**config.mk**
```make
export PLATFORM = sky130hd
export DESIGN_NAME = coreSequencer
export DESIGN_NICKNAME = d
export VERILOG_FILES = /design/src/rtl/tenyrPkg.sv /design/src/rtl/coreSequencer.sv /design/src/rtl/execUnit.sv /design/src/rtl/insnDecoder.sv /design/src/rtl/operandRouter.sv /design/src/rtl/registerFile.sv
export SDC_FILE = /design/constraint.sdc
export NUM_CORES = 2
export LEC_CHECK = 0
export BUFFER_PORTS_ARGS = -buffer_cell sky130_fd_sc_hd__buf_4
export CORE_MARGIN = 1
export CORE_UTILIZATION = 53
export DETAILED_ROUTE_END_ITERATION = 10
export PLACE_DENSITY = 0.67
export SYNTH_ARGS = -nofsm -noshare
export SYNTH_HDL_FRONTEND = slang
export SYNTH_SLANG_ARGS = --single-unit
```
**constraint.sdc**
```tcl
create_clock -name clk -period 22 [get_ports clk]
set_input_delay 3.3 -clock clk [delete_from_list [all_inputs] [get_ports clk]]
set_output_delay 3.3 -clock clk [all_outputs]
set_load 0.1 [all_outputs]
```
**src/rtl/tenyrPkg.sv**
```systemverilog
package tenyrPkg;

    localparam int WORD_W  = 32;
    localparam int KIND_W  = 2;
    localparam int STORE_W = 1;
    localparam int DEREF_W = 1;
    localparam int IDX_W   = 4;
    localparam int OP_W    = 4;
    localparam int IMM_W   = 12;

    typedef logic [WORD_W-1:0] word_t;
    typedef logic [IDX_W-1:0]  regIdx_t;

    typedef enum logic [OP_W-1:0] {
        OP_OR      = 4'd0,
        OP_AND     = 4'd1,
        OP_ADD     = 4'd2,
        OP_MUL     = 4'd3,
        OP_ILLEGAL = 4'd4,
        OP_SHL     = 4'd5,
        OP_LT      = 4'd6,
        OP_EQ      = 4'd7,
        OP_GE      = 4'd8,
        OP_ANDN    = 4'd9,
        OP_XOR     = 4'd10,
        OP_SUB     = 4'd11,
        OP_XNOR    = 4'd12,
        OP_SHR     = 4'd13,
        OP_NE      = 4'd14,
        OP_SAR     = 4'd15
    } opcode_t;

    // letters give the order of A, B and C.
    typedef enum logic [KIND_W-1:0] {
        KIND_XYI     = 2'd0,
        KIND_XIY     = 2'd1,
        KIND_IXY     = 2'd2,
        KIND_ILLEGAL = 2'd3
    } kind_t;

    localparam int      MEM_DEPTH    = 4096;
    localparam int      MEM_ADDR_W   = 12;
    localparam word_t   RESET_VECTOR = '0;
    localparam regIdx_t PC_INDEX     = 4'd15;

endpackage

```
**src/rtl/coreSequencer.sv**
```systemverilog
`timescale 1ns/1ps

module coreSequencer (
    input  logic            clk,
    input  logic            reset_n,
    input  logic            halt,
    output tenyrPkg::word_t instrAddr,
    input  tenyrPkg::word_t instrData,
    output logic            dataStrobe,
    output logic            dataWrite,
    output tenyrPkg::word_t dataAddr,
    input  tenyrPkg::word_t dataIn,
    output tenyrPkg::word_t dataOut,
    output logic            storeValid,
    input  logic            storeReady,
    output tenyrPkg::word_t storeAddr,
    output tenyrPkg::word_t storeData
);

    typedef enum logic [2:0] {
        fetchWait,
        issue,
        execute,
        settle,
        memory,
        writeback,
        advance
    } state_t;

    state_t            state;
    tenyrPkg::word_t   insn;
    tenyrPkg::word_t   nextPc;
    tenyrPkg::word_t   aluResult;
    tenyrPkg::word_t   loadedData;
    tenyrPkg::word_t   nextZ;
    logic              execEnable;
    logic              execDone;
    tenyrPkg::word_t   execResult;

    tenyrPkg::regIdx_t zIndex;
    tenyrPkg::regIdx_t xIndex;
    tenyrPkg::regIdx_t yIndex;
    tenyrPkg::word_t   immediate;
    tenyrPkg::opcode_t op;
    tenyrPkg::kind_t   kind;
    logic              storing;
    logic              loading;
    logic              deref;
    logic              branching;
    tenyrPkg::word_t   zValue;
    tenyrPkg::word_t   xValue;
    tenyrPkg::word_t   yValue;
    tenyrPkg::word_t   operandA;
    tenyrPkg::word_t   operandB;
    tenyrPkg::word_t   operandC;
    logic              regWrite;

    always_ff @(posedge clk) begin
        if (!reset_n) begin
            state      <= advance;
            instrAddr  <= tenyrPkg::RESET_VECTOR;
            insn       <= '0;
            execEnable <= 1'b0;
        end else begin
            execEnable <= 1'b0;
            case (state)
                fetchWait: begin
                    insn  <= instrData;
                    state <= issue;
                end
                issue: begin
                    if (halt) begin
                        insn <= instrData; // picks up words loaded while halted.
                    end else begin
                        execEnable <= 1'b1;
                        state      <= execute;
                    end
                end
                execute: begin
                    if (execDone) begin
                        state <= settle;
                    end
                end
                settle: begin
                    state <= memory; // data address reaches the RAM here.
                end
                memory: begin
                    if (!storing || storeReady) begin
                        state <= writeback;
                    end
                end
                writeback: begin
                    instrAddr <= branching ? nextZ : nextPc;
                    state     <= advance;
                end
                default: begin
                    state <= fetchWait;
                end
            endcase
        end
    end

    always_ff @(posedge clk) begin
        if (state == execute && execDone) begin
            aluResult <= execResult;
        end
        if (state == memory) begin
            loadedData <= dataIn;
        end
        if (state == advance) begin
            nextPc <= instrAddr + 1'b1;
        end
    end

    assign nextZ    = deref ? loadedData : aluResult;
    assign regWrite = (state == writeback) && !storing && !branching;

    assign dataStrobe = (state == memory) && (loading || storing);
    assign dataWrite  = storing;
    assign dataAddr   = aluResult;
    assign dataOut    = zValue;

    assign storeValid = (state == memory) && storing; // same cycle as the RAM write.
    assign storeAddr  = aluResult;
    assign storeData  = zValue;

    insnDecoder decoder (
        .insn      (insn),
        .zIndex    (zIndex),
        .xIndex    (xIndex),
        .yIndex    (yIndex),
        .immediate (immediate),
        .op        (op),
        .kind      (kind),
        .storing   (storing),
        .loading   (loading),
        .deref     (deref),
        .branching (branching)
    );

    operandRouter router (
        .clk       (clk),
        .reset_n   (reset_n),
        .kind      (kind),
        .xValue    (xValue),
        .yValue    (yValue),
        .immediate (immediate),
        .operandA  (operandA),
        .operandB  (operandB),
        .operandC  (operandC)
    );

    execUnit alu (
        .clk      (clk),
        .reset_n  (reset_n),
        .enable   (execEnable),
        .op       (op),
        .operandA (operandA),
        .operandB (operandB),
        .operandC (operandC),
        .done     (execDone),
        .result   (execResult)
    );

    registerFile regs (
        .clk         (clk),
        .writeEnable (regWrite),
        .zIndex      (zIndex),
        .xIndex      (xIndex),
        .yIndex      (yIndex),
        .writeData   (nextZ),
        .nextPc      (nextPc),
        .zValue      (zValue),
        .xValue      (xValue),
        .yValue      (yValue)
    );

    // a stalled store keeps its address and data until the trace takes it.
    storeHeld: assert property (@(posedge clk) disable iff (!reset_n)
        storeValid && !storeReady |=> storeValid && $stable(storeAddr) && $stable(storeData));

endmodule

```
**src/rtl/execUnit.sv**
```systemverilog
`timescale 1ns/1ps

module execUnit (
    input  logic              clk,
    input  logic              reset_n,
    input  logic              enable,
    input  tenyrPkg::opcode_t op,
    input  tenyrPkg::word_t   operandA,
    input  tenyrPkg::word_t   operandB,
    input  tenyrPkg::word_t   operandC,
    output logic              done,
    output tenyrPkg::word_t   result
);

    logic              valid1;
    logic              valid2;
    logic              valid3;
    tenyrPkg::opcode_t op1;
    tenyrPkg::word_t   a1;
    tenyrPkg::word_t   b1;
    tenyrPkg::word_t   c1;
    tenyrPkg::word_t   c2;
    tenyrPkg::word_t   y2;
    tenyrPkg::word_t   sum3;

    function automatic tenyrPkg::word_t aluOp(input tenyrPkg::opcode_t code,
                                              input tenyrPkg::word_t a,
                                              input tenyrPkg::word_t b);
        case (code)
            tenyrPkg::OP_OR:   return a | b;
            tenyrPkg::OP_AND:  return a & b;
            tenyrPkg::OP_ADD:  return a + b;
            tenyrPkg::OP_MUL:  return a * b;
            tenyrPkg::OP_SHL:  return a << b;
            tenyrPkg::OP_LT:   return {tenyrPkg::WORD_W{$signed(a) < $signed(b)}};
            tenyrPkg::OP_EQ:   return {tenyrPkg::WORD_W{a == b}};
            tenyrPkg::OP_GE:   return {tenyrPkg::WORD_W{$signed(a) >= $signed(b)}};
            tenyrPkg::OP_ANDN: return a & ~b;
            tenyrPkg::OP_XOR:  return a ^ b;
            tenyrPkg::OP_SUB:  return a - b;
            tenyrPkg::OP_XNOR: return a ~^ b;
            tenyrPkg::OP_SHR:  return a >> b;
            tenyrPkg::OP_NE:   return {tenyrPkg::WORD_W{a != b}};
            tenyrPkg::OP_SAR:  return tenyrPkg::word_t'($signed(a) >>> b);
            default:           return '0; // illegal opcode.
        endcase
    endfunction

    always_ff @(posedge clk) begin
        if (!reset_n) begin
            valid1 <= 1'b0;
            valid2 <= 1'b0;
            valid3 <= 1'b0;
            done   <= 1'b0;
        end else begin
            valid1 <= enable;
            valid2 <= valid1;
            valid3 <= valid2;
            done   <= valid3;
        end
    end

    always_ff @(posedge clk) begin
        op1    <= op;
        a1     <= operandA;
        b1     <= operandB;
        c1     <= operandC;
        y2     <= aluOp(op1, a1, b1);
        c2     <= c1; // C follows its operation down the pipe.
        sum3   <= y2 + c2;
        result <= sum3;
    end

    noIllegalOp: assert property (@(posedge clk) disable iff (!reset_n)
        valid1 |-> op1 != tenyrPkg::OP_ILLEGAL);

endmodule

```
**src/rtl/insnDecoder.sv**
```systemverilog
`timescale 1ns/1ps

module insnDecoder (
    input  tenyrPkg::word_t   insn,
    output tenyrPkg::regIdx_t zIndex,
    output tenyrPkg::regIdx_t xIndex,
    output tenyrPkg::regIdx_t yIndex,
    output tenyrPkg::word_t   immediate,
    output tenyrPkg::opcode_t op,
    output tenyrPkg::kind_t   kind,
    output logic              storing,
    output logic              loading,
    output logic              deref,
    output logic              branching
);

    logic [tenyrPkg::KIND_W-1:0]  kindBits;
    logic [tenyrPkg::STORE_W-1:0] storeBit;
    logic [tenyrPkg::DEREF_W-1:0] derefBit;
    logic [tenyrPkg::OP_W-1:0]    opBits;
    logic [tenyrPkg::IMM_W-1:0]   immBits;

    assign {kindBits, storeBit, derefBit, zIndex, xIndex, yIndex, opBits, immBits} = insn;

    assign kind      = tenyrPkg::kind_t'(kindBits);
    assign op        = tenyrPkg::opcode_t'(opBits);
    assign storing   = storeBit[0];
    assign deref     = derefBit[0];
    assign immediate = {{(tenyrPkg::WORD_W - tenyrPkg::IMM_W){immBits[tenyrPkg::IMM_W-1]}},
                        immBits};

    assign branching = (zIndex == tenyrPkg::PC_INDEX) && !storing; // any write to r15.
    assign loading   = deref && !storing;

endmodule

```
**src/rtl/operandRouter.sv**
```systemverilog
`timescale 1ns/1ps

module operandRouter (
    input  logic            clk,
    input  logic            reset_n,
    input  tenyrPkg::kind_t kind,
    input  tenyrPkg::word_t xValue,
    input  tenyrPkg::word_t yValue,
    input  tenyrPkg::word_t immediate,
    output tenyrPkg::word_t operandA,
    output tenyrPkg::word_t operandB,
    output tenyrPkg::word_t operandC
);

    always_comb begin
        case (kind)
            tenyrPkg::KIND_XYI: {operandA, operandB, operandC} = {xValue, yValue, immediate};
            tenyrPkg::KIND_XIY: {operandA, operandB, operandC} = {xValue, immediate, yValue};
            tenyrPkg::KIND_IXY: {operandA, operandB, operandC} = {immediate, xValue, yValue};
            default:            {operandA, operandB, operandC} = '0;
        endcase
    end

    noIllegalKind: assert property (@(posedge clk) disable iff (!reset_n)
        kind != tenyrPkg::KIND_ILLEGAL);

endmodule

```
**src/rtl/registerFile.sv**
```systemverilog
`timescale 1ns/1ps

module registerFile (
    input  logic              clk,
    input  logic              writeEnable,
    input  tenyrPkg::regIdx_t zIndex,
    input  tenyrPkg::regIdx_t xIndex,
    input  tenyrPkg::regIdx_t yIndex,
    input  tenyrPkg::word_t   writeData,
    input  tenyrPkg::word_t   nextPc,
    output tenyrPkg::word_t   zValue,
    output tenyrPkg::word_t   xValue,
    output tenyrPkg::word_t   yValue
);

    tenyrPkg::word_t regs [1:14]; // r0 and the pc alias are not stored.

    assign zValue = (zIndex == '0) ? '0 :
                    (zIndex == tenyrPkg::PC_INDEX) ? nextPc : regs[zIndex];
    assign xValue = (xIndex == '0) ? '0 :
                    (xIndex == tenyrPkg::PC_INDEX) ? nextPc : regs[xIndex];
    assign yValue = (yIndex == '0) ? '0 :
                    (yIndex == tenyrPkg::PC_INDEX) ? nextPc : regs[yIndex];

    always_ff @(posedge clk) begin
        if (writeEnable && zIndex != '0 && zIndex != tenyrPkg::PC_INDEX) begin
            regs[zIndex] <= writeData;
        end
    end

    // branches go through the sequencer, never through the array.
    pcNeverWritten: assert property (@(posedge clk)
        writeEnable |-> zIndex != tenyrPkg::PC_INDEX);

endmodule

```
# Word level (Yosys, flattened, before mapping)
# Memories as Yosys holds them, arrays and structs flattened. A register that Yosys moved wholly into a read port is not among the register bits.
# Index checks and enable logic that the tools add are counted.
[classes]
add_sub_neg = 4
multipliers = 1
div_mod_pow = 0
magnitude_cmp = 2
n_eq_ne = 32
shift = 3
n_mux = 27
bitwise = 6
reduce_logical = 26
[op_table]
columns = ["cell", "n"]
rows = [
  ["32-bit one-hot mux with 15 select lines", 1],
  ["32-bit two-way mux", 9],
  ["32-bit one-hot mux with 2 select lines", 3],
  ["32-bit one-hot mux with 3 select lines", 1],
  ["32-bit adder", 2],
  ["32-bit AND", 2],
  ["4-bit equality test, second input constant", 11],
  ["32-bit by 1-bit adder with 32-bit output, second input constant", 1],
  ["32-bit equality test", 1],
  ["32-bit >= comparator", 1],
  ["32-bit less-than comparator", 1],
  ["32-bit by 32-bit multiplier with 32-bit output", 1],
  ["32-bit inequality test", 1],
  ["32-bit inverter", 1],
  ["32-bit bitwise OR", 1],
  ["32-bit by 32-bit << shifter with 32-bit output", 1],
  ["32-bit by 32-bit >> shifter with 32-bit output", 1],
  ["32-bit by 32-bit >>> shifter with 32-bit output", 1],
  ["32-bit subtractor", 1],
  ["32-bit bitwise XNOR", 1],
  ["32-bit bitwise XOR", 1],
  ["4-bit two-way mux", 6],
  ["3-bit one-hot mux with 6 select lines", 1],
  ["4-bit logical NOT", 4],
  ["other kinds (23)", 47],
]
[word_totals]
regBits = 396
latch_bits = 0
ramBits = 448
mem_bits_ro = 0
output_inout_bits = 163
wordCells = 121
n_memories = 1
[memory_table]
columns = ["name", "words", "width", "rd", "rd_ports_with_merged_regs", "write_ports", "line", "text"]
rows = [
  ["regs.regs", 14, 32, 3, 3, 1, "registerFile.sv:16", "tenyrPkg::word_t regs [1:14];"],
]

# Longest topological paths before layout
[logic_depth]
depth_word = 8
depth_mapped = 29

# Cells and area by module
# From an unflattened synthesis, not the netlist that was laid out.
[unflattened]
hier_cells = 6844
area_unflattened_um2 = 65718.0
[by_module_without_submodules]
columns = ["mod", "n_inst", "cells_each", "area_per_inst_um2"]
rows = [
  ["execUnit", 1, 3696, 30533.0],
  ["registerFile", 1, 2190, 25993.7],
  ["coreSequencer", 1, 634, 7299.5],
  ["operandRouter", 1, 269, 1478.9],
  ["insnDecoder", 1, 55, 412.9],
]

# Worst setup path after synthesis
# OpenSTA, ideal clock, no wires.
[synth_path]
path_type = "register -> register"
from = "register alu.b1[3]"
to = "register alu.y2[29]"
setup_ps = 120
arrival_time_ps = 7730
required_ps = 21880
setup_slack_ps = 14150
path_stages_with_launch = 30
path_buffers = 4
period_less_slack_ps = 7850
cell_sequence = "dfxtp_1 inv_1 clkbuf_1 buf_1 clkbuf_1 clkbuf_1 nor2_1 fa_1 inv_1 fa_1 fa_1 fa_1 inv_1 fa_1 inv_1 fa_1 inv_1 fa_1 fa_1 ha_1 nand3_1 nor2_1 o21ai_0 a21oi_1 o31ai_1 o31ai_1 nor2_1 a32oi_1 o211ai_1 a211o_1"
[synth_via]
elab_chain_len = 2
word_cells_on_any_way = 11
cone_classes = "add/sub: 2; mul: 1; order compare: 2; eq/ne: 2; shift: 3; mux: 1"
[synth_lines]
columns = ["item", "line", "text"]
rows = [
  ["from (decl)", "execUnit.sv:20", "tenyrPkg::word_t b1;"],
  ["from (signal assigned)", "execUnit.sv:66", "b1 <= operandB;"],
  ["32-bit by 32-bit multiplier with 32-bit output (tied with other cells)", "execUnit.sv:33", "tenyrPkg::OP_MUL: return a * b;"],
  ["32-bit one-hot mux with 15 select lines *", "execUnit.sv:29", "case (code)"],
  ["to (signal assigned)", "execUnit.sv:68", "y2 <= aluOp(op1, a1, b1);"],
  ["to (decl)", "execUnit.sv:23", "tenyrPkg::word_t y2;"],
]
# Mark *: on every way between the ends. The rest lies on a longest branch, timed or not.
# A chain may end at the register's enable or synchronous reset.

# Worst setup path in the final report
[layout_path]
from = "register alu.b1[6]"
to = "register alu.y2[29]"
# Same word-level chain as after synthesis.

==> summary.md <==
| Metric | Value |
|---|---|
| Outcome | `complete, no violations` |
| WL per Instance | `31.7 um` |
| Max-slew violation count | `0` |
| Initial antenna violation count | `13` |
| Unrepaired setup endpoints after global routing | `no` |
| Area of the die | `124000 um^2` |
| Final GP Congestion | `1.09` |
| Seq. cell area | `22600 um^2` |
| Max-Cap Viols | `0` |
| Final Power | `5.23 mW` |
| Area grow syn2layout | `8.92%` |
| Final hold violations | `0` |
| Final setup fails | `0` |
| Total track usage | `0.410` |
| Post-CTS setup buffers | `0` |
| Cells after Synth | `6512` |
| Async set or reset register ratio after synthesis | `0` |
| Cells along the critical path | `inv_1 > nor2_1 > fa_1 > fa_1 > fa_1 > inv_1 > fa_1 > inv_1 > fa_1 > fa_1 > fa_1 > fa_1 > ha_1 > a21oi_1 > a21oi_1 > a31oi_1 > nor2_1 > a2111oi_0 > o21ai_0 > nor2_1 > o211ai_1 > a211o_1` |
| Crit path max fanout | `22` |
| YS warnings | `0` |
| P per Cell Area | `74.0 nW/um^2` |
| P_leak | `26.3 nW` |
| Worst hold slack | `0.311 ns` |
| Most used DFF post-synth | `edfxtp_1` |
| Area of the multi-input gates | `38200 um^2` |
| Final wirelength | `258000 um` |
| CTS sink count | `856` |
| Row count | `128` |
| Routed Antenna Nets | `0` |
| WP data arrival | `9.70 ns` |
| CTS tree | `built` |
| CTS buffer count | `89` |
| CP endpoint kind | `register` |
| Top Family by Delay on Critical Path | `adder cells` |
| Core area | `122000 um^2` |
| Slowest cell on crit path | `a2111oi_0` |
| Fillcell total | `10400` |
| Clk_skew | `0.0734 ns` |
| Layout cell share with drive strength beyond 1 | `0.128` |
| Initial Util | `0.534` |
| Top cell type's share of synthesized area | `0.251` |
| Distinct cells, synth | `91` |
| First-pass GRT wire length | `371000 um` |
| #FFs+latches synth | `856` |
| Post-Synthesis Cell Area | `65000 um^2` |
| Post_cts resized | `0` |
| CP peak stage delay | `0.84 ns` |
| Post-synth EDFFs | `544` |
| CTS Hold Bufs | `0` |
| Drt first pass iters | `9` |
| WP buf/inv | `3` |
| Die width | `352 um` |
| DRC viols | `0` |
| Port buffer count | `230` |
| Ranking of synthesized cells by area | `edfxtp_1 (25%), fa_1 (13%), dfxtp_1 (9.6%)` |
| CTS H-tree depth | `3` |
| CP Class | `reg -> reg` |
| Dpl hpwl | `185000 um` |
| Fmax | `110 MHz` |
| CP dominant cell by count | `fa_1` |
| Worst-Margin Slew | `1.15 ns` |
| Vias in the first global route | `52700` |
| Max-slew headroom | `0.223` |
| Minimum clock period after layout | `9.09 ns` |
| Reg clk slew, reported paths | `0.06 ns` |
| Initial DRC Count | `7900` |
| Num ports | `231` |
| Die span in y | `352 um` |
| Insertion delay to the later sink of the worst-skew pair | `0.74 ns` |
| Final period utilization | `0.413` |
| Post-Syn Nets | `7245` |
| Worst setup SP type | `register` |
| Largest net degree at the start of global routing | `157` |
| Mean Syn Cell Area | `9.98 um^2` |
| Setup TNS | `0 ns` |
| Cell taking the most area after synthesis | `edfxtp_1` |
| Vias per inst | `6.71` |
| Nets@finish | `7164` |
| CTS root buf | `clkbuf_16` |
| Total gr overflow | `0` |
| CP required | `22.61 ns` |
| Peak supply drop | `0.0804 mV` |
| Clock Path Buffers | `3` |
| HP Class | `reg -> reg` |
| Register area share after synthesis | `0.348` |
| Vias | `54600` |
registers in the layout (all words and copies together), names as in the netlist, named ones only:
name,flops
alu.c2,32
alu.c1,32
nextPc,32
alu.valid1,1
alu.b1,32
execEnable,1
loadedData,32
alu.result,32
alu.a1,32
state,3
alu.op1,4
alu.done,1
alu.valid3,1
regs.regs,448
alu.y2,32
alu.sum3,32
insn,32
alu.valid2,1
instrAddr,32
dataAddr,32
layout make-up:
| class | instances | area share |
|---|---|---|
| well taps | 1625 | 0.0287 |
| multi-input cells | 4591 | 0.541 |
| clock buffers | 130 | 0.0364 |
| clock inverters | 37 | 0.00665 |
| inverters | 519 | 0.0275 |
| repair buffers | 374 | 0.0400 |
| diodes | 8 | 0.000283 |
| flip-flops and latches | 856 | 0.320 |
worst paths after layout:
check / start / to / slack [ns] / cells after the start
max: alu.b1[6]$_DFF_P_ / alu.y2[29]$_DFF_P_ / 12.91 / 22
min: alu.sum3[9]$_DFF_P_ / alu.result[9]$_DFF_P_ / 0.31 / 0
min reg2reg: alu.sum3[9]$_DFF_P_ / alu.result[9]$_DFF_P_ / 0.31 / 0
max reg2reg: alu.b1[6]$_DFF_P_ / alu.y2[29]$_DFF_P_ / 12.91 / 22
per-stage QoR:
stage / worst slack [ns] / util / cells / instance area, um^2
finish: 12.91 / 0.581 / 8140 / 70800
global route: 12.66 / 0.581 / 8134 / 70700
CTS: 13.31 / 0.581 / 8132 / 70700
detailed placement: 13.34 / 0.556 / 7965 / 67700
global placement: 13.34 / 0.556 / 7965 / 67700
floorplan: 14.15 / - / 6512 / 65000
layout by cell type (no fill, tap or decap), types with 21 or more instances in the layout:
| cell | n |
|---|---|
| nand2_1 | 540 |
| nand2b_1 | 38 |
| a22oi_1 | 58 |
| nand3_1 | 62 |
| nor2b_1 | 21 |
| a21boi_0 | 38 |
| and3_1 | 21 |
| a21oi_1 | 347 |
| mux2_2 | 48 |
| nor2_1 | 787 |
| xor2_1 | 68 |
| xnor2_1 | 123 |
| mux4_2 | 197 |
| o21ai_0 | 289 |
| dfxtp_1 | 295 |
| a31oi_1 | 39 |
| a211oi_1 | 339 |
| nor3_1 | 47 |
| nor4_1 | 21 |
| fa_1 | 411 |
| clkbuf_16 | 94 |
| mux2i_1 | 275 |
| a21o_1 | 40 |
| inv_1 | 502 |
| o22ai_1 | 25 |
| buf_4 | 372 |
| clkbuf_1 | 27 |
| ha_1 | 253 |
| o211ai_1 | 123 |
| edfxtp_1 | 544 |
| and2_1 | 57 |
Yosys cell counts, types with 60 or more instances:
library cell  instances
mux4_2              197
fa_1                411
buf_1                60
a21oi_1             347
xnor2_1             123
a211oi_1            340
buf_4                69
clkbuf_1            358
edfxtp_1            544
o21ai_0             290
nor2_1              801
inv_1               503
o211ai_1            123
ha_1                254
dfxtp_1             312
xor2_1               68
mux2i_1             275
nand2_1             542
nand3_1              62
where the power goes:
group	switching (mW)	internal [mW]
sequential	0.104	1.83
clock	0.681	0.904
combinational	1.19	0.517
metal layers:
layer	up-vias	global-route usage	part of all wire
met3	836	0.116	0.13
met4	14	0.240	0.069
li1	22900	-	-
met2	3816	0.597	0.42
met1	27000	0.547	0.38
met5	-	0	0.00037
cells by family (layout without fill, tap and decap cells):
| group | Yosys count | count (layout) | share of synthesized area |
|---|---|---|---|
| compound gates | 1524 | 1524 | 0.156 |
| xor+xnor | 191 | 191 | 0.0258 |
| fa+ha+maj | 665 | 665 | 0.176 |
| buf+inv | 1065 | 1060 | 0.0667 |
| flops | 856 | 856 | 0.348 |
| mux | 520 | 520 | 0.119 |
| other cells | 0 | 8 | 0 |
| simple gates | 1691 | 1691 | 0.110 |
(Power assumes the default switching activity.)
